**src/bank_pkg.sv**
```systemverilog
`default_nettype none

package bank_pkg;

    // geometry of one bank and the region split
    localparam int BANK_DEPTH    = 128;
    localparam int FIFO_ROWS     = 32;
    localparam int FIFO_CAPACITY = 2 * FIFO_ROWS;
    localparam int NUM_FIFOS     = 3;

    typedef logic [31:0] data_t;
    // bit 0 bank, bits 5:1 row offset
    typedef logic [5:0]  addr_t;
    typedef logic [6:0]  row_t;
    // value 3 is not a fifo
    typedef logic [1:0]  fifo_id_t;
    typedef logic [5:0]  slot_t;
    typedef logic [6:0]  count_t;

    // row bases, same in both banks
    localparam row_t FIFO0_BASE  = row_t'(0);
    localparam row_t FIFO1_BASE  = row_t'(FIFO_ROWS);
    localparam row_t FIFO2_BASE  = row_t'(2 * FIFO_ROWS);
    localparam row_t RANDOM_BASE = row_t'(NUM_FIFOS * FIFO_ROWS);

    typedef enum logic [2:0] {
        OP_IDLE,
        OP_FIFO_PUSH,
        OP_FIFO_POP,
        OP_FLUSH,
        OP_RAND_WR,
        OP_RAND_RD
    } op_e;

    typedef struct packed {
        op_e      op;
        fifo_id_t fifo;
        addr_t    addr;
        data_t    data;
    } cmd_t;

    typedef struct packed {
        logic  en;
        logic  we;
        row_t  row;
        data_t data;
    } bank_req_t;

    typedef struct packed {
        logic  valid;
        data_t data;
    } rd_resp_t;

endpackage

`default_nettype wire

```
**src/sram_bank.sv**
```systemverilog
`default_nettype none
`timescale 1ns/1ps

module sram_bank (
    input  logic            clk,
    input  logic            en_i,
    input  logic            we_i,
    input  bank_pkg::row_t  row_i,
    input  bank_pkg::data_t din_i,
    output bank_pkg::data_t dout_o
);
    import bank_pkg::*;

    // behavioural stand-in for the 128x32 macro
    data_t mem [BANK_DEPTH];

    // read data holds until the next read
    always_ff @(posedge clk) begin
        if (en_i) begin
            if (we_i) begin
                mem[row_i] <= din_i;
            end else begin
                dout_o <= mem[row_i];
            end
        end
    end

endmodule

`default_nettype wire

```
**config.mk**
```make
export PLATFORM = sky130hd
export DESIGN_NAME = sram_bank
export DESIGN_NICKNAME = d
export VERILOG_FILES = /design/src/bank_pkg.sv /design/src/sram_bank.sv
export SDC_FILE = /design/constraint.sdc
export NUM_CORES = 2
export LEC_CHECK = 0
export BUFFER_PORTS_ARGS = -buffer_cell sky130_fd_sc_hd__buf_2
export CAP_MARGIN = 20
export CORE_MARGIN = 2
export CORE_UTILIZATION = 30
export CTS_BUF_LIST = sky130_fd_sc_hd__clkbuf_8 sky130_fd_sc_hd__clkbuf_16
export CTS_CLUSTER_DIAMETER = 40
export DETAILED_ROUTE_END_ITERATION = 12
export MAX_ROUTING_LAYER = met4
export PLACE_DENSITY = 0.42
export SLEW_MARGIN = 10
export SYNTH_ARGS = -nofsm -noshare
export SYNTH_HDL_FRONTEND = slang
export SYNTH_SLANG_ARGS = --single-unit
```
**constraint.sdc**
```tcl
create_clock -name clk -period 5 [get_ports clk]
set_input_delay 0.5 -clock clk [delete_from_list [all_inputs] [get_ports clk]]
set_output_delay 0.5 -clock clk [all_outputs]
set_load 0.01 [all_outputs]
```
==> flow_summary.toml <==
[status]
status = "complete, no violations"

[synth]
synth_top_family_by_area = "compound AO/OA/AOI/OAI gates"
synth.top_cell.area_share_pct = 78.42
yosysMostFrequentCell = "edfxtp_1"
synth_warnings = 0
synth_edf_count = 4128
ys_seq_area_share_pct = 78.42
synth_compound_area_share_pct = 12.77
async_flop_share_pct = 0
syn_area_um2 = 158100
synthAdderAreaFrac_pct = 0
muxShareOfSynthArea_pct = 4.237
yosys-top-cells-count = "edfxtp_1 (4128), a221oi_1 (713), a22oi_1 (447), a21oi_1 (416), o21ai_0 (361)"
synthSimpleGateAreaFrac_pct = 2.501
yosys-top-cells-area = "edfxtp_1 (78%), a221oi_1 (4.0%), a22oi_1 (2.1%)"
synthDistinctLibCells = 70
ys_ff_latch = 4128
synth_ff_type = "edfxtp_1"
synth_nets = 9010
synthCells = 8968
yosys.area.top_type = "edfxtp_1"
synth.avg_cell_area_um2 = 17.63
synthXorXnorAreaFrac_pct = 0

[placement]
place_congestion = 0.8764
dp.cells = 15980
place_hpwl_um = 385100
placed_cell_area_um2 = 172900
port_buffers = 73
post-place-ws_ns = 0.4515

[sta]
drv_slew = 0
setup_viol = 0
fmax_ghz = 0.2809
fin_crit_sh_pct = 71.21
hold_slack_ns = 0.007173
rsz0062_at_grt = "false"
skew_ns = 0.03489
finalCriticalPeriod_ns = 3.561
setup_ws_ns = 1.439
max_slew_margin_pct = 14.66
tns_ns = 0
finalHoldViolCount = 0
tightest_slew_ns = 1.280

[finish]
fin_cells = 17260
regArea_um2 = 124000
drive_gt1_share_pct = 22.35
final_nets = 9694
final_area_um2 = 194300
syn_to_final_growth_pct = 22.93
multi_input_comb_area_um2 = 32100
fillers = 48590

[clock_network]
cts_tree = "done"
cts_setup_buffers = 0
clk_latency_ns = 1.08
cts.repair.resized = 0
cts_buffer_depth = 4
clock_sinks = 4128
cts_hold_buf = 28
clk_pin_slew_ns = 0.06
cts_max_level = 6
clockRootBuffer = "clkbuf_16"
cts_buffers = 609

[routing]
viasPerCell = 5.597
drcViolationCount = 0
ant_nets = 0
wl_per_cell_um = 36.47
drt_iter0_drc = 13660
via_count = 96580
drt-total-wl_um = 629300
dr.pass1.iters = 9

[global_routing]
overflow = 0
grt_pass1_vias = 93910
grt_max_degree = 129
grt_first_pass_wirelength_um = 844000
grtUsageTotal_pct = 23.66
antenna_found_initial = 90

[setup_path]
path_buf_inv = 5
cpMostUsedCell = "buf_12"
r2r-start = "mem[38][8]"
worst_r2r_path_depth = 7
reg2reg_setup_slack_ns = 1.62
end_kind = "flop"
startpoint = "row_i[1]"
path_cells = "buf_8 -> buf_12 -> buf_12 -> buf_12 -> a221oi_1 -> o21ai_0 -> o211ai_1 -> a21oi_1 -> buf_4 -> or4_1"
critPathMaxFanout = 39
cp.required_ns = 5.82
slowest_delay_ns = 1.00
cp.depth = 10
crit_slowest_cell = "a221oi_1"
cp.arrival_ns = 4.38
cp_top_family = "compound AO/OA/AOI/OAI gates"
crit_type = "in -> reg"
cp-start-kind = "input port"

[run]
maxCapViolCount = 0

[power]
p_per_area_nw_per_um2 = 445.5
power.leakage_nw = 60.83
ir_drop_uv = 357.6

[floorplanning]
die-height_um = 729.9
die_area_um2 = 532700
core-area_um2 = 524900
die_x_um = 729.9
pin_count = 74
rows = 266
start_util_pct = 30.12

[hold_path]
hold_path.class = "in -> reg"
hold_depth = 1
hp-start = "din_i[29]"
[area by class of cell]
type	instances	share of cell area, %
clock buffer	619	7.972
antenna	130	0.1674
multi-input combinational	4123	16.52
timing repair buffer	784	4.315
clock inverter	498	2.724
tap	6968	4.487
sequential	4128	63.79
inverter	6	0.02189
[placed cells by master, fill, tap and decap left out, types with 91 or more instances in the layout]
cell,Yosys,final
nor2_4,0,132
clkinv_2,0,91
nand2_1,170,158
a21oi_1,416,416
o21ai_0,361,361
a221o_1,167,167
diode_2,0,130
a22oi_1,447,447
nor2_1,313,178
edfxtp_1,4128,4128
clkbuf_16,0,619
a211oi_1,106,96
buf_4,36,493
mux2i_1,179,179
o22ai_1,140,140
a221oi_1,713,709
mux2_2,270,270
buf_12,0,187
nor2b_1,139,129
[metal layers]
layer	wire, um	track usage (%)	vias up
li1	-	-	39300
met1	261300	31.31	51660
met2	293900	36.82	4746
met3	48770	3.760	873
met4	25350	8.789	0
met5	0	-	-
[worst register-to-register path, stage by stage (launching register included)]
cell and delay, ns:
edfxtp_1 0.35, mux2_2 0.27, a221oi_1 0.95, o21ai_0 0.33
o211ai_1 0.21, a21oi_1 0.25, buf_4 0.25, or4_1 0.50
[stage by stage]
stage	util [%]	total power [mW]
floorplan	-	40.80
global placement	32.90	43.79
detailed placement	32.95	43.84
CTS	36.96	87.11
global route	37.01	88.70
finish	37.02	86.57
[sequential cells by signal, indices dropped and copies added (netlist names)]
signal and cells:
dout_o 32, mem 4096
[path summary, 6_finish.rpt]
path / end
max reg2reg: dout_o[8]
max: dout_o[8]
min reg2reg: dout_o[2]
min: mem[123][29]
[kinds of logic (layout without fill, tap and decap cells)]
| kind of cell | after synthesis | after routing |
|---|---|---|
| AOI/OAI and AO/OA | 2747 | 2747 |
| other | 0 | 130 |
| and+or+nand+nor | 811 | 811 |
| buffers and inverters | 717 | 1907 |
| DFF | 4128 | 4128 |
| muxes | 565 | 565 |
[power breakdown]
group	internal (mW)	total [mW]	switching (mW)	leakage, nW
Sequential	38.2	38.3	0.0798	37.1
Combinational	1.29	4.89	3.60	13.5
Clock	26.7	43.4	16.7	10.2
Note: power is estimated with default switching activity, not from simulation.
