$ cat src/bank_pkg.sv
`default_nettype none

package bank_pkg;

    // geometry of one bank and the region split
    localparam int BANK_DEPTH    = 128;
    localparam int FIFO_ROWS     = 32;
    localparam int FIFO_CAPACITY = 2 * FIFO_ROWS;
    localparam int NUM_FIFOS     = 3;

    typedef logic [31:0] data_t;
    // bit 0 bank, bits 5:1 row offset
    typedef logic [5:0]  addr_t;
    typedef logic [6:0]  row_t;
    // value 3 is not a fifo
    typedef logic [1:0]  fifo_id_t;
    typedef logic [5:0]  slot_t;
    typedef logic [6:0]  count_t;

    // row bases, same in both banks
    localparam row_t FIFO0_BASE  = row_t'(0);
    localparam row_t FIFO1_BASE  = row_t'(FIFO_ROWS);
    localparam row_t FIFO2_BASE  = row_t'(2 * FIFO_ROWS);
    localparam row_t RANDOM_BASE = row_t'(NUM_FIFOS * FIFO_ROWS);

    typedef enum logic [2:0] {
        OP_IDLE,
        OP_FIFO_PUSH,
        OP_FIFO_POP,
        OP_FLUSH,
        OP_RAND_WR,
        OP_RAND_RD
    } op_e;

    typedef struct packed {
        op_e      op;
        fifo_id_t fifo;
        addr_t    addr;
        data_t    data;
    } cmd_t;

    typedef struct packed {
        logic  en;
        logic  we;
        row_t  row;
        data_t data;
    } bank_req_t;

    typedef struct packed {
        logic  valid;
        data_t data;
    } rd_resp_t;

endpackage

`default_nettype wire

$ cat src/read_return.sv
`default_nettype none
`timescale 1ns/1ps

module read_return (
    input  logic               clk,
    input  logic               rst,
    input  logic               rd0_i,
    input  logic               rd1_i,
    input  bank_pkg::data_t    data0_i,
    input  bank_pkg::data_t    data1_i,
    output bank_pkg::rd_resp_t resp_o
);
    import bank_pkg::*;

    logic  rd0_q;
    logic  rd1_q;
    logic  valid_q;
    data_t data_q;

    // flags line up with the bank output register
    always_ff @(posedge clk) begin
        if (rst) begin
            rd0_q <= 1'b0;
            rd1_q <= 1'b0;
        end else begin
            rd0_q <= rd0_i;
            rd1_q <= rd1_i;
        end
    end

    // all ones when nothing comes back
    always_ff @(posedge clk) begin
        if (rst) begin
            valid_q <= 1'b0;
            data_q  <= '1;
        end else begin
            valid_q <= rd0_q || rd1_q;
            data_q  <= rd0_q ? data0_i : (rd1_q ? data1_i : '1);
        end
    end

    assign resp_o = '{valid: valid_q, data: data_q};

    a_one_read: assert property (@(posedge clk) disable iff (rst)
        !(rd0_q && rd1_q));

endmodule

`default_nettype wire

$ cat config.mk
export PLATFORM = sky130hd
export DESIGN_NAME = read_return
export DESIGN_NICKNAME = d
export VERILOG_FILES = /design/src/bank_pkg.sv /design/src/read_return.sv
export SDC_FILE = /design/constraint.sdc
export NUM_CORES = 1
export LEC_CHECK = 0
export BUFFER_PORTS_ARGS = -buffer_cell sky130_fd_sc_hd__buf_2
export CAP_MARGIN = 25
export CORE_MARGIN = 1
export CORE_UTILIZATION = 46
export DETAILED_ROUTE_END_ITERATION = 12
export PLACE_DENSITY = 0.83
export SLEW_MARGIN = 30
export SYNTH_ARGS = -nofsm -noshare
export SYNTH_HDL_FRONTEND = slang
export SYNTH_SLANG_ARGS = --single-unit
$ cat constraint.sdc
create_clock -name clk -period 2.65 [get_ports clk]
set_input_delay 0.1325 -clock clk [delete_from_list [all_inputs] [get_ports clk]]
set_output_delay 0.1325 -clock clk [all_outputs]
set_load 0.005 [all_outputs]
==> results of run 1 <==
==> power breakdown <==
group | leakage [nW] | internal, mW | switching (mW)
Combinational | 0.586 | 0.0906 | 0.0859
Sequential | 0.288 | 0.551 | 0.00802
Clock | 0.0242 | 0.0942 | 0.156
Total | 0.898 | 0.736 | 0.250
==> cells in the mapped netlist, drive strengths merged <==
library cell	number
dfxtp	35
nor2	33
nor3b	32
a21oi	30
buf	14
nor2b	3
a31oi	2
inv	2
==> registers in the layout, summed over array words and instances, names as in the netlist <==
name / count
rd0_q: 1
data_q: 32
rd1_q: 1
valid_q: 1
==> worst max-delay path: stages, from the launching register on <==
cell	delay [ns]
dfxtp_1	0.37
nor2b_4	0.36
buf_4	0.39
a21oi_2	0.09
==> per-layer routing <==
| metal | GRT usage [%] | part of all wire (%) | vias to the layer above |
|---|---|---|---|
| li1 | - | - | 697 |
| met1 | 17.9 | 40 | 622 |
| met2 | 33.6 | 51 | 64 |
| met3 | 6.63 | 7.1 | 7 |
| met4 | 11.4 | 2.0 | 0 |
| met5 | 0 | 0 | - |
==> timing repair <==
item	4_1_cts	5_1_grt
hold endpoints to repair	1	0
hold buffers	1	0
setup buffers	0	0
==> metrics by stage <==
stage	setup WS, ns	instance area [µm²]	util, %
after floorplan	1.74	1650	-
after global placement	1.32	2120	62.5
after detailed placement	1.30	2120	62.5
after CTS	1.28	2170	64.0
after global routing	1.20	2170	64.0
final	1.31	2170	64.0
==> final cells by class <==
| class | instances | area, µm² |
|---|---|---|
| timing repair buffer | 104 | 546 |
| clock buffer | 6 | 41.3 |
| tap | 46 | 57.6 |
| inverter | 2 | 7.51 |
| multi-input combinational | 100 | 818 |
| sequential | 35 | 701 |
| fill | 303 | 1220 |
==> cell families after synthesis <==
family | synth area share (%)
AOI/OAI and AO/OA | 16.7
DFF | 42.5
and+or+nand+nor | 32.7
buffers and inverters | 8.13
==> final timing paths <==
| kind | to | slack, ns | cells past startpoint |
|---|---|---|---|
| worst min register to register | data_q[29] | 0.49 | 1 |
| worst min-delay path | rd0_q | 0.02 | 2 |
| worst max register to register | data_q[5] | 1.31 | 3 |
| worst max-delay path | data_q[5] | 1.31 | 3 |
==> flow_summary.json, run 1 <==
{
  "outcome": "finished clean",
  "htreeDepth": 2,
  "first_iter_violations": 68,
  "syn_area_um2": 1650,
  "fin_nets": 316,
  "numCtsBuffers": 5,
  "tightest_slew_ns": 0.664,
  "clock_latency_ns": 0.33,
  "synthTopCellsByArea": "dfxtp_1 43%, nor3b_2 23%, a21oi_2 16%",
  "netlist-cell-type-count": 13,
  "p_per_area_nw_per_um2": 454,
  "setup_tns_ns": 0,
  "start_util_pct": 48.6,
  "cp_max_fo": 21,
  "place_congestion": 0.662,
  "clock_path_buffers": 2,
  "critPathLaunchType": "flip-flop",
  "first_global_vias": 1228,
  "dieWidth_um": 61.9,
  "min_period_ns": 1.34,
  "fmax_mhz": 746,
  "synth_top_area_share_pct": 42.5,
  "ant_nets": 0,
  "dpl.hpwl_um": 2560,
  "clk_pin_slew_ns": 0.09,
  "post-route-period-util_pct": 50.6,
  "tritoncts": "yes",
  "final_cell_mix": "100 x buf_2, 35 x dfxtp_1, 32 x nor2_1, 30 x nor3b_2, 30 x a21oi_2",
  "maxCapViolations": 0,
  "drt_wl_total_um": 3470,
  "relSlewSlack_pct": 55.7,
  "die_y_um": 61.9,
  "cts_resized": 0,
  "detail_route.wl_per_cell_um": 11.8,
  "peakVddDrop_mv": 0.302,
  "rsz0062_at_grt": "no",
  "layout.cells.non_filler": 293,
  "dr.pass1.iters": 2,
  "final_common_cell": "buf_2",
  "routed-via-count": 1390,
  "grt_max_degree": 37,
  "grtUsageTotal_pct": 18.5,
  "via_per_inst": 4.74,
  "yosysWarnings": 0,
  "gr-total-overflow": 0,
  "drcViolationCount": 0,
  "yosysSeqAreaShare_pct": 42.5,
  "cts-root-buf": "clkbuf_4",
  "portBuffers": 100,
  "maxSlewViolCount": 0,
  "ys_ff_latch": 35,
  "synthToLayoutAreaGrowth_pct": 31.7,
  "finalSetupViolations": 0,
  "hp-class": "input pin to flip-flop",
  "cp.required_ns": 2.86,
  "synth_area_leader_cell": "dfxtp_1",
  "leakagePower_nw": 0.898,
  "core-area_um2": 3390,
  "placedCellCount": 286,
  "antenna_found_initial": 0,
  "skew_ns": 0.00219,
  "cts_sinks": 35,
  "worstHoldStart": "rd0_i",
  "dieArea_um2": 3830,
  "syn-instance-count": 151,
  "r2r-start": "rd1_q",
  "cp-startpoint": "rd1_q",
  "avgSynthCellArea_um2": 10.9,
  "diodes": 0,
  "finalHoldViolCount": 0,
  "worstPathArrival_ns": 1.56,
  "drive_gt1_share_pct": 68.8,
  "fin_hold_ws_ns": 0.0224,
  "critPathKind": "flip-flop to flip-flop",
  "syn-num-nets": 219,
  "power_uw": 986,
  "row_count": 21,
  "pin_count": 101,
  "grt_pass1_wl_um": 4930,
  "endpoint_kind": "flip-flop"
}
No activity file was read; power rests on OpenSTA's default activity.
==> run 2, diff against run 1 <==
--- a/config.mk
+++ b/config.mk
@@ -8,9 +8,9 @@
 export BUFFER_PORTS_ARGS = -buffer_cell sky130_fd_sc_hd__buf_2
 export CAP_MARGIN = 25
 export CORE_MARGIN = 1
-export CORE_UTILIZATION = 46
+export CORE_UTILIZATION = 42
 export DETAILED_ROUTE_END_ITERATION = 12
-export PLACE_DENSITY = 0.83
+export PLACE_DENSITY = 0.76
 export SLEW_MARGIN = 30
 export SYNTH_ARGS = -nofsm -noshare
 export SYNTH_HDL_FRONTEND = slang
==> constraint.sdc (replaced) <==
create_clock -name clk -period 1.35 [get_ports clk]
set_input_delay 0.0675 -clock clk [delete_from_list [all_inputs] [get_ports clk]]
set_output_delay 0.0675 -clock clk [all_outputs]
set_load 0.005 [all_outputs]
==> run 2 against run 1 <==
Net effect:
- critical path depth stayed put
- total power rose by 120%
- die area increased by 9.2%
- largest cell class unchanged
==> flow_summary.json, run 2 (synthesized netlist as in run 1, its figures left out) <==
{
  "outcome": "finished clean",
  "leakagePower_nw": 0.940,
  "dr.pass1.iters": 4,
  "synthToLayoutAreaGrowth_pct": 36.8,
  "fin_nets": 321,
  "post-route-period-util_pct": 76.4,
  "relSlewSlack_pct": 82.5,
  "start_util_pct": 44.3,
  "fin_hold_ws_ns": 0.0225,
  "routed-via-count": 1394,
  "skew_ns": 0.00356,
  "finalHoldViolCount": 0,
  "grt_max_degree": 37,
  "gr-total-overflow": 0,
  "cts-root-buf": "clkbuf_8",
  "clk_pin_slew_ns": 0.06,
  "via_per_inst": 4.65,
  "row_count": 22,
  "antenna_found_initial": 0,
  "postLayoutCellArea_um2": 2250,
  "largest_reg_flops": 32,
  "fmax_mhz": 970,
  "maxSlewViolCount": 0,
  "detail_route.wl_per_cell_um": 11.7,
  "grt_pass1_wl_um": 5690,
  "grtUsageTotal_pct": 17.9,
  "peakVddDrop_mv": 0.561,
  "final.setup.worst_slack_ns": 0.319,
  "first_iter_violations": 56,
  "rsz0062_at_grt": "no",
  "tightest_slew_ns": 0.262,
  "cp.required_ns": 1.51,
  "fin_util_pct": 60.7,
  "die_y_um": 64.6,
  "place_ws_ns": 0.334,
  "critPathSlowestCell": "dfxtp_1",
  "cpPeakStageDelay_ns": 0.42,
  "maxCapViolations": 0,
  "drt_wl_total_um": 3500,
  "numCtsBuffers": 5,
  "place_congestion": 0.738,
  "worstPathCellList": "buf_4, nor3b_1, a21oi_2",
  "drive_gt1_share_pct": 69.4,
  "endpoint_kind": "flip-flop",
  "cts_sinks": 35,
  "layout.cells.non_filler": 300,
  "power_mw": 2.13,
  "clock_latency_ns": 0.28,
  "p_per_area_nw_per_um2": 945,
  "fillers": 337,
  "placedCellCount": 293,
  "portBuffers": 100,
  "diodes": 0,
  "drcViolationCount": 0,
  "setup_tns_ns": 0,
  "finalSetupViolations": 0,
  "pin_count": 101,
  "multiInputGateArea_um2": 818,
  "critPathLaunchType": "flip-flop",
  "tritoncts": "yes",
  "placedInstanceArea_um2": 2170,
  "htreeDepth": 2,
  "worstPathArrival_ns": 1.19,
  "cp_max_fo": 10,
  "dieArea_um2": 4180,
  "clock_path_buffers": 2,
  "regMostFlops": "data_q",
  "dpl.hpwl_um": 2620,
  "core-area_um2": 3720,
  "first_global_vias": 1375,
  "final_cell_mix": "100 x buf_2, 35 x dfxtp_1, 32 x nor2_1, 30 x nor3b_2, 30 x a21oi_2",
  "min_period_ns": 1.03,
  "seq_area_um2": 701,
  "hp-class": "input pin to flip-flop",
  "dieWidth_um": 64.6,
  "final_common_cell": "buf_2",
  "ant_nets": 0,
  "critPathKind": "flip-flop to flip-flop"
}
[run 2: changes by cell type in the layout (fill, tap and decap cells not counted)]
cell      change
clkbuf_4      -5
buf_12        +1
buf_4         +4
clkbuf_8      +5
[run 2: area by class of cell]
type,instances,share of cell area (%)
timing repair buffer,109,26.4
inverter,2,0.333
clock buffer,6,3.22
tap,48,2.66
multi-input combinational,100,36.3
sequential,35,31.1
[run 2: where the power goes]
part / total (mW) / switching [mW] / internal, mW
clock network: 0.669 / 0.326 / 0.343
registers: 1.10 / 0.0150 / 1.08
logic: 0.365 / 0.174 / 0.191
total: 2.13 / 0.514 / 1.62
[run 2: path summary, 6_finish.rpt]
path                from    endpoint  slack, ns  depth (start not counted)
max                rd0_q  data_q[31]       0.32                          3
min          data0_i[19]  data_q[19]       0.02                          3
max reg2reg        rd0_q  data_q[31]       0.32                          3
min reg2reg        rd1_q     valid_q       0.53                          2
[run 2: repair_timing]
action	4_1_cts	5_1_grt
gates resized for setup	0	0
hold endpoints to repair	1	0
buffers inserted	0	0
hold buffers	1	0
[run 2: critical path, delay by kind of cell, from the launching register on]
family	cells	cell delay [ns]
buf+inv	1	0.19
compound gates	1	0.05
flops	1	0.42
simple gates	1	0.26
[run 2: per-layer routing]
| metal | GRT usage (%) | up-vias | wire (µm) |
|---|---|---|---|
| met2 | 31.2 | 62 | 1630 |
| met4 | 7.22 | 0 | 51 |
| met1 | 19.3 | 621 | 1530 |
| met5 | 0 | - | 0 |
| li1 | - | 706 | - |
| met3 | 7.04 | 5 | 288 |
