### config.mk
export PLATFORM = sky130hd
export DESIGN_NAME = cmd_capture
export DESIGN_NICKNAME = d
export VERILOG_FILES = /design/src/bank_pkg.sv /design/src/cmd_capture.sv
export SDC_FILE = /design/constraint.sdc
export NUM_CORES = 1
export LEC_CHECK = 0
export BUFFER_PORTS_ARGS = -buffer_cell sky130_fd_sc_hd__buf_4
export CAP_MARGIN = 10
export CELL_PAD_IN_SITES_DETAIL_PLACEMENT = 1
export CELL_PAD_IN_SITES_GLOBAL_PLACEMENT = 1
export CORE_ASPECT_RATIO = 1.75
export CORE_MARGIN = 5
export CORE_UTILIZATION = 24
export DETAILED_ROUTE_END_ITERATION = 12
export PLACE_DENSITY_LB_ADDON = 0.1
export SLEW_MARGIN = 10
export SYNTH_ARGS = -nofsm -noshare
export SYNTH_HDL_FRONTEND = slang
export SYNTH_SLANG_ARGS = --single-unit
### constraint.sdc
create_clock -name clk -period 0.8 [get_ports clk]
set_input_delay 0.04 -clock clk [delete_from_list [all_inputs] [get_ports clk]]
set_output_delay 0.04 -clock clk [all_outputs]
set_load 0.005 [all_outputs]
### src/bank_pkg.sv
`default_nettype none

package bank_pkg;

    // geometry of one bank and the region split
    localparam int BANK_DEPTH    = 128;
    localparam int FIFO_ROWS     = 32;
    localparam int FIFO_CAPACITY = 2 * FIFO_ROWS;
    localparam int NUM_FIFOS     = 3;

    typedef logic [31:0] data_t;
    // bit 0 bank, bits 5:1 row offset
    typedef logic [5:0]  addr_t;
    typedef logic [6:0]  row_t;
    // value 3 is not a fifo
    typedef logic [1:0]  fifo_id_t;
    typedef logic [5:0]  slot_t;
    typedef logic [6:0]  count_t;

    // row bases, same in both banks
    localparam row_t FIFO0_BASE  = row_t'(0);
    localparam row_t FIFO1_BASE  = row_t'(FIFO_ROWS);
    localparam row_t FIFO2_BASE  = row_t'(2 * FIFO_ROWS);
    localparam row_t RANDOM_BASE = row_t'(NUM_FIFOS * FIFO_ROWS);

    typedef enum logic [2:0] {
        OP_IDLE,
        OP_FIFO_PUSH,
        OP_FIFO_POP,
        OP_FLUSH,
        OP_RAND_WR,
        OP_RAND_RD
    } op_e;

    typedef struct packed {
        op_e      op;
        fifo_id_t fifo;
        addr_t    addr;
        data_t    data;
    } cmd_t;

    typedef struct packed {
        logic  en;
        logic  we;
        row_t  row;
        data_t data;
    } bank_req_t;

    typedef struct packed {
        logic  valid;
        data_t data;
    } rd_resp_t;

endpackage

`default_nettype wire

### src/cmd_capture.sv
`default_nettype none
`timescale 1ns/1ps

module cmd_capture (
    input  logic               clk,
    input  logic               rst,
    input  logic               en_i,
    input  logic               pattern_i,
    input  logic               we_i,
    input  logic               re_i,
    input  logic               flush_i,
    input  bank_pkg::fifo_id_t fifo_sel_i,
    input  bank_pkg::addr_t    addr_i,
    input  bank_pkg::data_t    din_i,
    output bank_pkg::cmd_t     cmd_o
);
    import bank_pkg::*;

    op_e      op_next;
    op_e      op_q;
    fifo_id_t fifo_q;
    addr_t    addr_q;
    data_t    data_q;

    // one command per cycle, flush wins in fifo mode
    always_comb begin
        op_next = OP_IDLE;
        if (!en_i || (pattern_i && fifo_sel_i >= fifo_id_t'(NUM_FIFOS))) begin
            op_next = OP_IDLE;
        end else if (pattern_i && flush_i) begin
            op_next = OP_FLUSH;
        end else if (we_i) begin
            op_next = pattern_i ? OP_FIFO_PUSH : OP_RAND_WR;
        end else if (re_i) begin
            op_next = pattern_i ? OP_FIFO_POP : OP_RAND_RD;
        end
    end

    always_ff @(posedge clk) begin
        if (rst) begin
            op_q <= OP_IDLE;
        end else begin
            op_q <= op_next;
        end
    end

    // payload follows the inputs, meaning comes from op
    always_ff @(posedge clk) begin
        fifo_q <= fifo_sel_i;
        addr_q <= addr_i;
        data_q <= din_i;
    end

    assign cmd_o = '{op: op_q, fifo: fifo_q, addr: addr_q, data: data_q};

    // single-port banks cannot take a write and a read together
    a_no_wr_rd: assert property (@(posedge clk) disable iff (rst)
        en_i |-> !(we_i && re_i));

endmodule

`default_nettype wire

==> results by stage, run 1 <==
Run status:
- The flow ran to the end, and the final reports show no timing, DRC or antenna violations.

Pwr:
- Summed over all cells, the static leakage comes to 0.00105 µW.
- The fraction of power spent switching nets is 0.180.
- The share of total power dissipated in the clock network is 0.404.
- The power per unit of standard cell area is 2150 nW/µm².
- The part of the total power dissipated in combinational logic is 0.118.
- The share of total power in sequential cells is 0.478.
- In this run the power spent charging and discharging nets is 859 µW.
- The worst-case IR drop observed on VDD is 1.31 mV.
- The internal power contribution is 3920 µW.

Critical path:
- The required time of the critical path is 0.76 ns.
- The critical path ends at cmd_o[36].
- Of all nets on the critical path, the largest fanout is 1.
- For the worst setup path, the data arrival time is 0.73 ns.
- The critical path endpoint category is a primary output.
- STA classifies the critical path startpoint as a flip-flop.
- The critical path depth is 1.
- The largest individual stage delay along the critical path comes from the cell dfxtp_1.
- The most critical setup path has its startpoint at addr_q[4]$_DFF_P_.
- The largest stage delay on the critical path is 0.31 ns.
- The combined buffer and inverter count along the critical path is 1.
- The startpoint-to-endpoint class of the critical path is reg2out.
- The category of cells accounting for the largest share of critical-path delay is flip-flops.
- The critical path goes through buf_4.

Place:
- The placed instance area is 1650 µm².
- Prior to clock tree synthesis, the placed netlist has a worst setup slack of 0.159 ns.
- The number of I/O port buffers is 89.
- Including well taps, the total number of placed cells is 190.
- The post-DP HPWL is 2230 µm.
- At the end of routability-driven placement, the weighted congestion stood at 0.645.

CTS:
- The clock drives 43 sinks.
- The H-tree depth is 2.
- CTS placed an instance of clkbuf_8 at the clock tree root.
- After clock tree synthesis, the clock-pin slew on the worst setup and hold paths is 0.08 ns.
- Clock tree synthesis inserted a total of 5 buffers.
- Counting along the longest clock path gives a buffer depth of 2.
- TritonCTS built the clock tree.
- In this run the post-CTS setup repair buffer count came out at 0.

Synth:
- The share of the Yosys chip area taken by registers is 0.931.
- The distinct cell type count after synthesis is 9.
- The number of nets produced by synthesis is 100.
- The synthesized design contains 43 register bits.
- After synthesis the cells add up to 925 µm².
- For this run, the number of Yosys warnings is 0.
- In the synthesized netlist, the number of instances is 53.
- The average footprint of a synthesized cell is 17.4 µm².

Global routing:
- The wire length of the first global-routing pass is 5400 µm.
- The total global-route track usage is 0.141.
- The total congestion overflow after global routing is 0.
- The maximum number of pins on one net before global-route repair is 14.
- The via count of the first global-routing pass came to 1040.
- The number of antenna violations at the first check in global routing is 1.

Timing:
- The final critical path time including I/O delays and setup is 0.770 ns.
- The highest clock frequency the design can meet is 1.30 GHz.
- Dividing the final minimum period by the clock period gives 0.962.
- The worst hold-check slack is 0.0372 ns.
- The final max-slew violation count is 0.
- Setup slack closes at 0.0302 ns.
- Headroom to the max-slew limit came out at 0.872.
- At the pin with the least slew margin, the transition time is 0.190 ns.
- For the final routed database, the setup TNS stands at 0 ns.
- Setup repair after global routing left no endpoint under its margin.
- The number of hold-slack violations in the final timing report was 0.
- The count of endpoints failing setup in the final report is 0.

Final layout:
- In the layout the commonest cells are 87 x buf_4, 42 x dlygate4sd3_1, 41 x dfxtp_1, 5 x clkbuf_8, 3 x nor2_1.
- The number of cells in the finished layout apart from fillers is 241.
- The most common library cell in the layout ignoring fill and taps is buf_4.
- The number of filler instances in the final layout is 397.
- Of the cells placed in the final design, the portion with a size suffix greater than 1 is 0.526.
- The layout-stage area growth over the synthesis result is 141%.
- The final instance area is 2220 µm².
- The number of nets in the finished design is 238.

Routing:
- Using the TritonRoute via totals, the vias-per-cell ratio works out to 3.86.
- Summed over all layers, the routed wires come to 3430 µm.
- The count of nets left with antenna violations once routing finished came out at 0.
- The number of violations reported at the end of detailed-routing iteration 0 is 15.
- The routed via count is 931.
- Before antenna repair, the detailed router went through 2 iterations.
- The post-route DRC violation count is 0.
- After detailed routing, the average wire length per cell comes to 14.2 µm.

Floorplan:
- The initial core utilization is 0.244.
- During I/O placement, the number of pins put on the boundary was 90.
- The horizontal die dimension is 56.9 µm.
- The number of rows created at floorplan is 30.
- The core region is 3790 µm².
- The die covers 5240 µm².
- Measured along the y axis, the die boundary spans 92.1 µm.

Flow run:
- Across the run, the number of max-cap violations was 0.

Hold path:
- The path category of the worst min-delay check is in2reg.
## logic make-up (layout without fill, tap and decap cells)
family | count (synthesis) | count (layout) | synth area share
other cells | 0 | 1 | 0
buf+inv | 0 | 139 | 0
simple gates | 9 | 9 | 0.0636
flops | 43 | 43 | 0.931
compound gates | 1 | 1 | 0.00541
## flip-flops by register name, indices dropped and copies added, names as in the netlist
register  count
addr_q        6
fifo_q        2
data_q       32
op_q          3
## synth_stat cells (all sizes together)
library cell,instances,area share
dfxtp,43,0.93
nand3,1,0.011
nand3b,1,0.0081
nor2,3,0.012
nor2b,1,0.0095
nor3,1,0.0054
nor3b,1,0.0081
nor4b,1,0.0095
o21ai,1,0.0054
## layout make-up
type	instances	area, µm²	share of cell area
flip-flops and latches	43	863	0.388
clock inverters	2	60.1	0.0270
clock buffers	6	72.6	0.0326
multi-input cells	10	70.1	0.0315
repair buffers	131	1100	0.493
diodes	1	2.50	0.00112
well taps	48	60.1	0.0270
## power by group through the flow
stage | Sequential (µW) | Clock, µW | Combinational (µW)
finish | 2280 | 1930 | 562
global route | 2300 | 2070 | 604
CTS | 2280 | 2010 | 559
detailed placement | 2330 | 0 | 390
global placement | 2330 | 0 | 382
floorplan | 2350 | 0 | 16.5
## per-stage QoR
step | power [µW] | util
final | 4780 | 0.587
after detailed placement | 2720 | 0.436
after CTS | 4850 | 0.582
after floorplan | 2360 | -
after global placement | 2710 | 0.436
after global routing | 4970 | 0.587
## layer usage
layer | global-route usage | up-vias | share of wire
met5 | 0 | - | 0
met3 | 0.0493 | 8 | 0.087
li1 | - | 442 | -
met1 | 0.111 | 428 | 0.28
met2 | 0.278 | 53 | 0.60
met4 | 0.0793 | 0 | 0.032
## worst min-delay path by stage
stage / startpoint / endpoint / cells after the start
floorplan: addr_i[0] / addr_q[0]$_DFF_P_ / 0
finish: flush_i / op_q[1]$_SDFF_PP0_ / 3
global placement: din_i[27] / data_q[27]$_DFF_P_ / 1
global route: pattern_i / op_q[1]$_SDFF_PP0_ / 3
CTS: flush_i / op_q[1]$_SDFF_PP0_ / 3
detailed placement: din_i[27] / data_q[27]$_DFF_P_ / 1
## repair_timing
action,CTS,global route
setup endpoints to repair,0,3
gates resized for setup,0,5
hold endpoints to repair,41,0
hold buffers,42,0
No activity file was read; power rests on OpenSTA's default activity.
==> run 2: changes to the inputs <==
==> constraint.sdc (replaced) <==
create_clock -name clk -period 0.8 [get_ports clk]
set_input_delay 0 -clock clk [delete_from_list [all_inputs] [get_ports clk]]
set_output_delay 0 -clock clk [all_outputs]
set_load 0.005 [all_outputs]
==> run 2 against run 1 <==
First-iteration DRC count stayed put. Wire length rose by 1.2%. Design area grew 0.39%. Largest cell class unchanged.
==> results by stage, run 2 (synthesis gave the netlist of run 1 again) <==
Floorplan:
- The area of the core region is 3790 µm² (unchanged).
- The die span in y is 92.1 µm (unchanged).
- The top-level port count is 90 (unchanged).
- The initial core utilization is 0.244 (unchanged).
- The die footprint was 5240 µm² (unchanged).
- The horizontal die dimension is 56.9 µm (unchanged).
- The number of rows created at floorplan is 30 (unchanged).

Critical path:
- The startpoint-to-endpoint class of the critical path is in2reg (was reg2out).
- The critical path endpoint category was a flip-flop (was primary output).
- The master of the slowest instance on the critical path is dlygate4sd3_1 (was dfxtp_1).
- The required time of the critical path is 0.98 ns (was 0.76 ns).
- The maximum fanout along the worst path is 2 (was 1).
- The largest stage delay on the critical path is 0.54 ns (was 0.31 ns).
- The worst endpoint data arrival time is 0.94 ns (was 0.73 ns).
- Critical path, cell by cell: dlygate4sd3_1 -> buf_4 -> nor3b_2 -> nor3_1 (was buf_4).
- The startpoint kind of the worst setup timing path is an input pin (was flip-flop).

Global routing:
- The via count of the first global-routing pass is 1050 (was 1040).
- The total global-route track usage is 0.142 (was 0.141).
- The total congestion overflow after global routing is 0 (unchanged).
- The number of antenna violations at the first check in global routing was 1 (unchanged).
- The wire length of the first global-routing pass is 5420 µm (was 5400 µm).
- The maximum number of pins on one net before global-route repair is 14 (unchanged).

Pwr:
- The power per unit of standard cell area came to 2140 nW/µm² (was 2150 nW/µm²).
- The maximum ir drop on the vdd rail is 1.31 mV (about the same).
- The leakage power of the design is 0.00106 µW (was 0.00105 µW).
- The clock network power share is 0.404 (about the same).
- The share of total power in sequential cells came to 0.478 (about the same).
- The total power came to 4780 µW (about the same).
- The fraction of power spent switching nets is 0.180 (about the same).
- The internal power contribution came to 3920 µW (about the same).
- The net load switching power is 861 µW (was 859 µW).
- The part of the total power dissipated in combinational logic came to 0.118 (about the same).

Hold path:
- The endpoint of the worst hold path is op_q[0]$_SDFF_PP0_ (was op_q[1]$_SDFF_PP0_).
- The path category of the worst min-delay check is in2reg (unchanged).
- The worst hold path depth is 3 (unchanged).
- The hold path startpoint was rst (was flush_i).

Routing:
- The detailed-route vias per instance is 3.86 (about the same).
- The routed length per placed instance is 14.3 µm (was 14.2 µm).
- The remaining antenna violation count after routing is 0 (unchanged).
- The routed via count is 937 (was 931).
- The wire length reported by the detailed router is 3470 µm (was 3430 µm).
- The post-route DRC violation count is 0 (unchanged).
- The detailed-router iteration count before antenna repair is 2 (unchanged).
- The number of violations reported at the end of detailed-routing iteration 0 came to 15 (unchanged).

Timing:
- The post-route fraction of the period consumed by the critical path is 0.955 (was 0.962).
- The highest clock frequency the design can meet is 1.31 GHz (was 1.30 GHz).
- Setup repair after global routing missed its margin: no (unchanged).
- The count of endpoints failing setup in the final report is 0 (unchanged).
- The worst-margin pin slew is 0.220 ns (was 0.190 ns).
- The final max-slew violation count is 0 (unchanged).
- The setup TNS was 0 ns (unchanged).
- The final critical path time including I/O delays and setup is 0.764 ns (was 0.770 ns).
- The worst relative slew slack is 0.852 (was 0.872).
- The worst hold-check slack is 0.00994 ns (was 0.0372 ns).
- The number of hold-slack violations in the final timing report was 0 (unchanged).

Place:
- The final weighted congestion in routability-driven placement is 0.645 (unchanged).
- The placed instance area came to 1650 µm² (unchanged).
- The post-DP HPWL is 2230 µm (unchanged).
- The number of I/O port buffers was 89 (unchanged).

CTS:
- The CTS tree is built (unchanged).
- The root cell of the clock tree is clkbuf_8 (unchanged).
- The TritonCTS buffer count was 5 (unchanged).
- The TritonCTS sink count is 43 (unchanged).
- The number of setup buffers added after CTS is 0 (unchanged).
- The clock-pin slew of the registers on the worst-case setup and hold paths is 0.07 ns (was 0.08 ns).
- The maximum number of buffers from clock root to sink is 2 (unchanged).
- The H-tree depth was 2 (unchanged).

Final layout:
- Biggest regs: data_q (32), addr_q (6), op_q (3) (unchanged).
- The top register by number of flip-flops is data_q (unchanged).
- The flip-flop count of the largest register, all copies and words added is 32 (unchanged).
- The most common library cell in the layout ignoring fill and taps is buf_4 (unchanged).
- The fraction of final layout cells sized beyond drive strength 1 is 0.510 (was 0.526).
- The number of nets in the finished design is 240 (was 238).
- The final instance area was 2230 µm² (was 2220 µm²).
- Leading cell types in the layout, fill and taps excluded: 89 x buf_4, 44 x dlygate4sd3_1, 43 x dfxtp_1, 5 x clkbuf_8, 3 x nor2_1 (was 87 x buf_4, 42 x dlygate4sd3_1, 41 x dfxtp_1, 5 x clkbuf_8, 3 x nor2_1).
- The layout-stage area growth over the synthesis result is 142% (was 141%).
- The final core area utilization is 0.589 (was 0.587).

Flow run:
- The max-capacitance violation count was 0 (unchanged).

Run status:
- Result of the run: finished clean (unchanged).
==> run 2: changes by cell type in the layout (fill, tap and decap cells not counted), moves of 2 or more <==
| cell | before | now |
|---|---|---|
| dfxtp_2 | 2 | 0 |
| buf_6 | 2 | 0 |
| dlygate4sd3_1 | 42 | 44 |
| dfxtp_1 | 41 | 43 |
| buf_4 | 87 | 89 |
==> run 2: worst max-delay path, delay by kind of cell <==
kind / cells / cell delay, ns
AND/OR/NAND/NOR: 2 / 0.25
buffers and inverters: 2 / 0.68
==> run 2: worst max path at each step <==
| stage | start | to | slack [ns] | cells past startpoint |
|---|---|---|---|---|
| after floorplan | re_i | op_q[1]$_SDFF_PP0_ | 0.38 | 3 |
| after global placement | rst | op_q[0]$_SDFF_PP0_ | 0.21 | 3 |
| after detailed placement | pattern_i | op_q[0]$_SDFF_PP0_ | 0.20 | 4 |
| after CTS | flush_i | op_q[0]$_SDFF_PP0_ | 0.03 | 4 |
| after global routing | flush_i | op_q[0]$_SDFF_PP0_ | 0.02 | 4 |
| final | flush_i | op_q[0]$_SDFF_PP0_ | 0.04 | 4 |
==> run 2: area by class of cell <==
cell class,count,area [µm²]
fill,401,1560
timing repair buffer,133,1110
sequential,43,861
clock buffer,6,72.6
multi-input combinational,10,68.8
clock inverter,2,60.1
tap,48,60.1
antenna,1,2.50
==> run 2: through the flow <==
step                      setup WS [ns]  instances
after CTS                        0.0279        242
after detailed placement          0.199        190
after global routing             0.0164        243
final                            0.0362        243
after global placement            0.212        190
after floorplan                   0.380         53
==> run 2: per-layer routing <==
layer  global-route usage  up-vias  share of wire
met1                0.111      430           0.28
met3               0.0479        8          0.082
met4               0.0793        0          0.032
li1                     -      446              -
met2                0.281       53           0.60
met5                    0        -              0
==> run 2: power groups by stage <==
| stage | registers (µW) | clock network (µW) | logic [µW] |
|---|---|---|---|
| CTS | 2280 | 2010 | 566 |
| finish | 2280 | 1930 | 566 |
| floorplan | 2350 | 0 | 16.5 |
| global placement | 2330 | 0 | 382 |
| detailed placement | 2330 | 0 | 390 |
| global route | 2290 | 2070 | 607 |
==> run 2: what timing repair did <==
action                                 CTS  global route
setup endpoints to repair                0             1
endpoints found under the hold margin   42             0
resized for setup                        0             1
hold buffers                            44             0
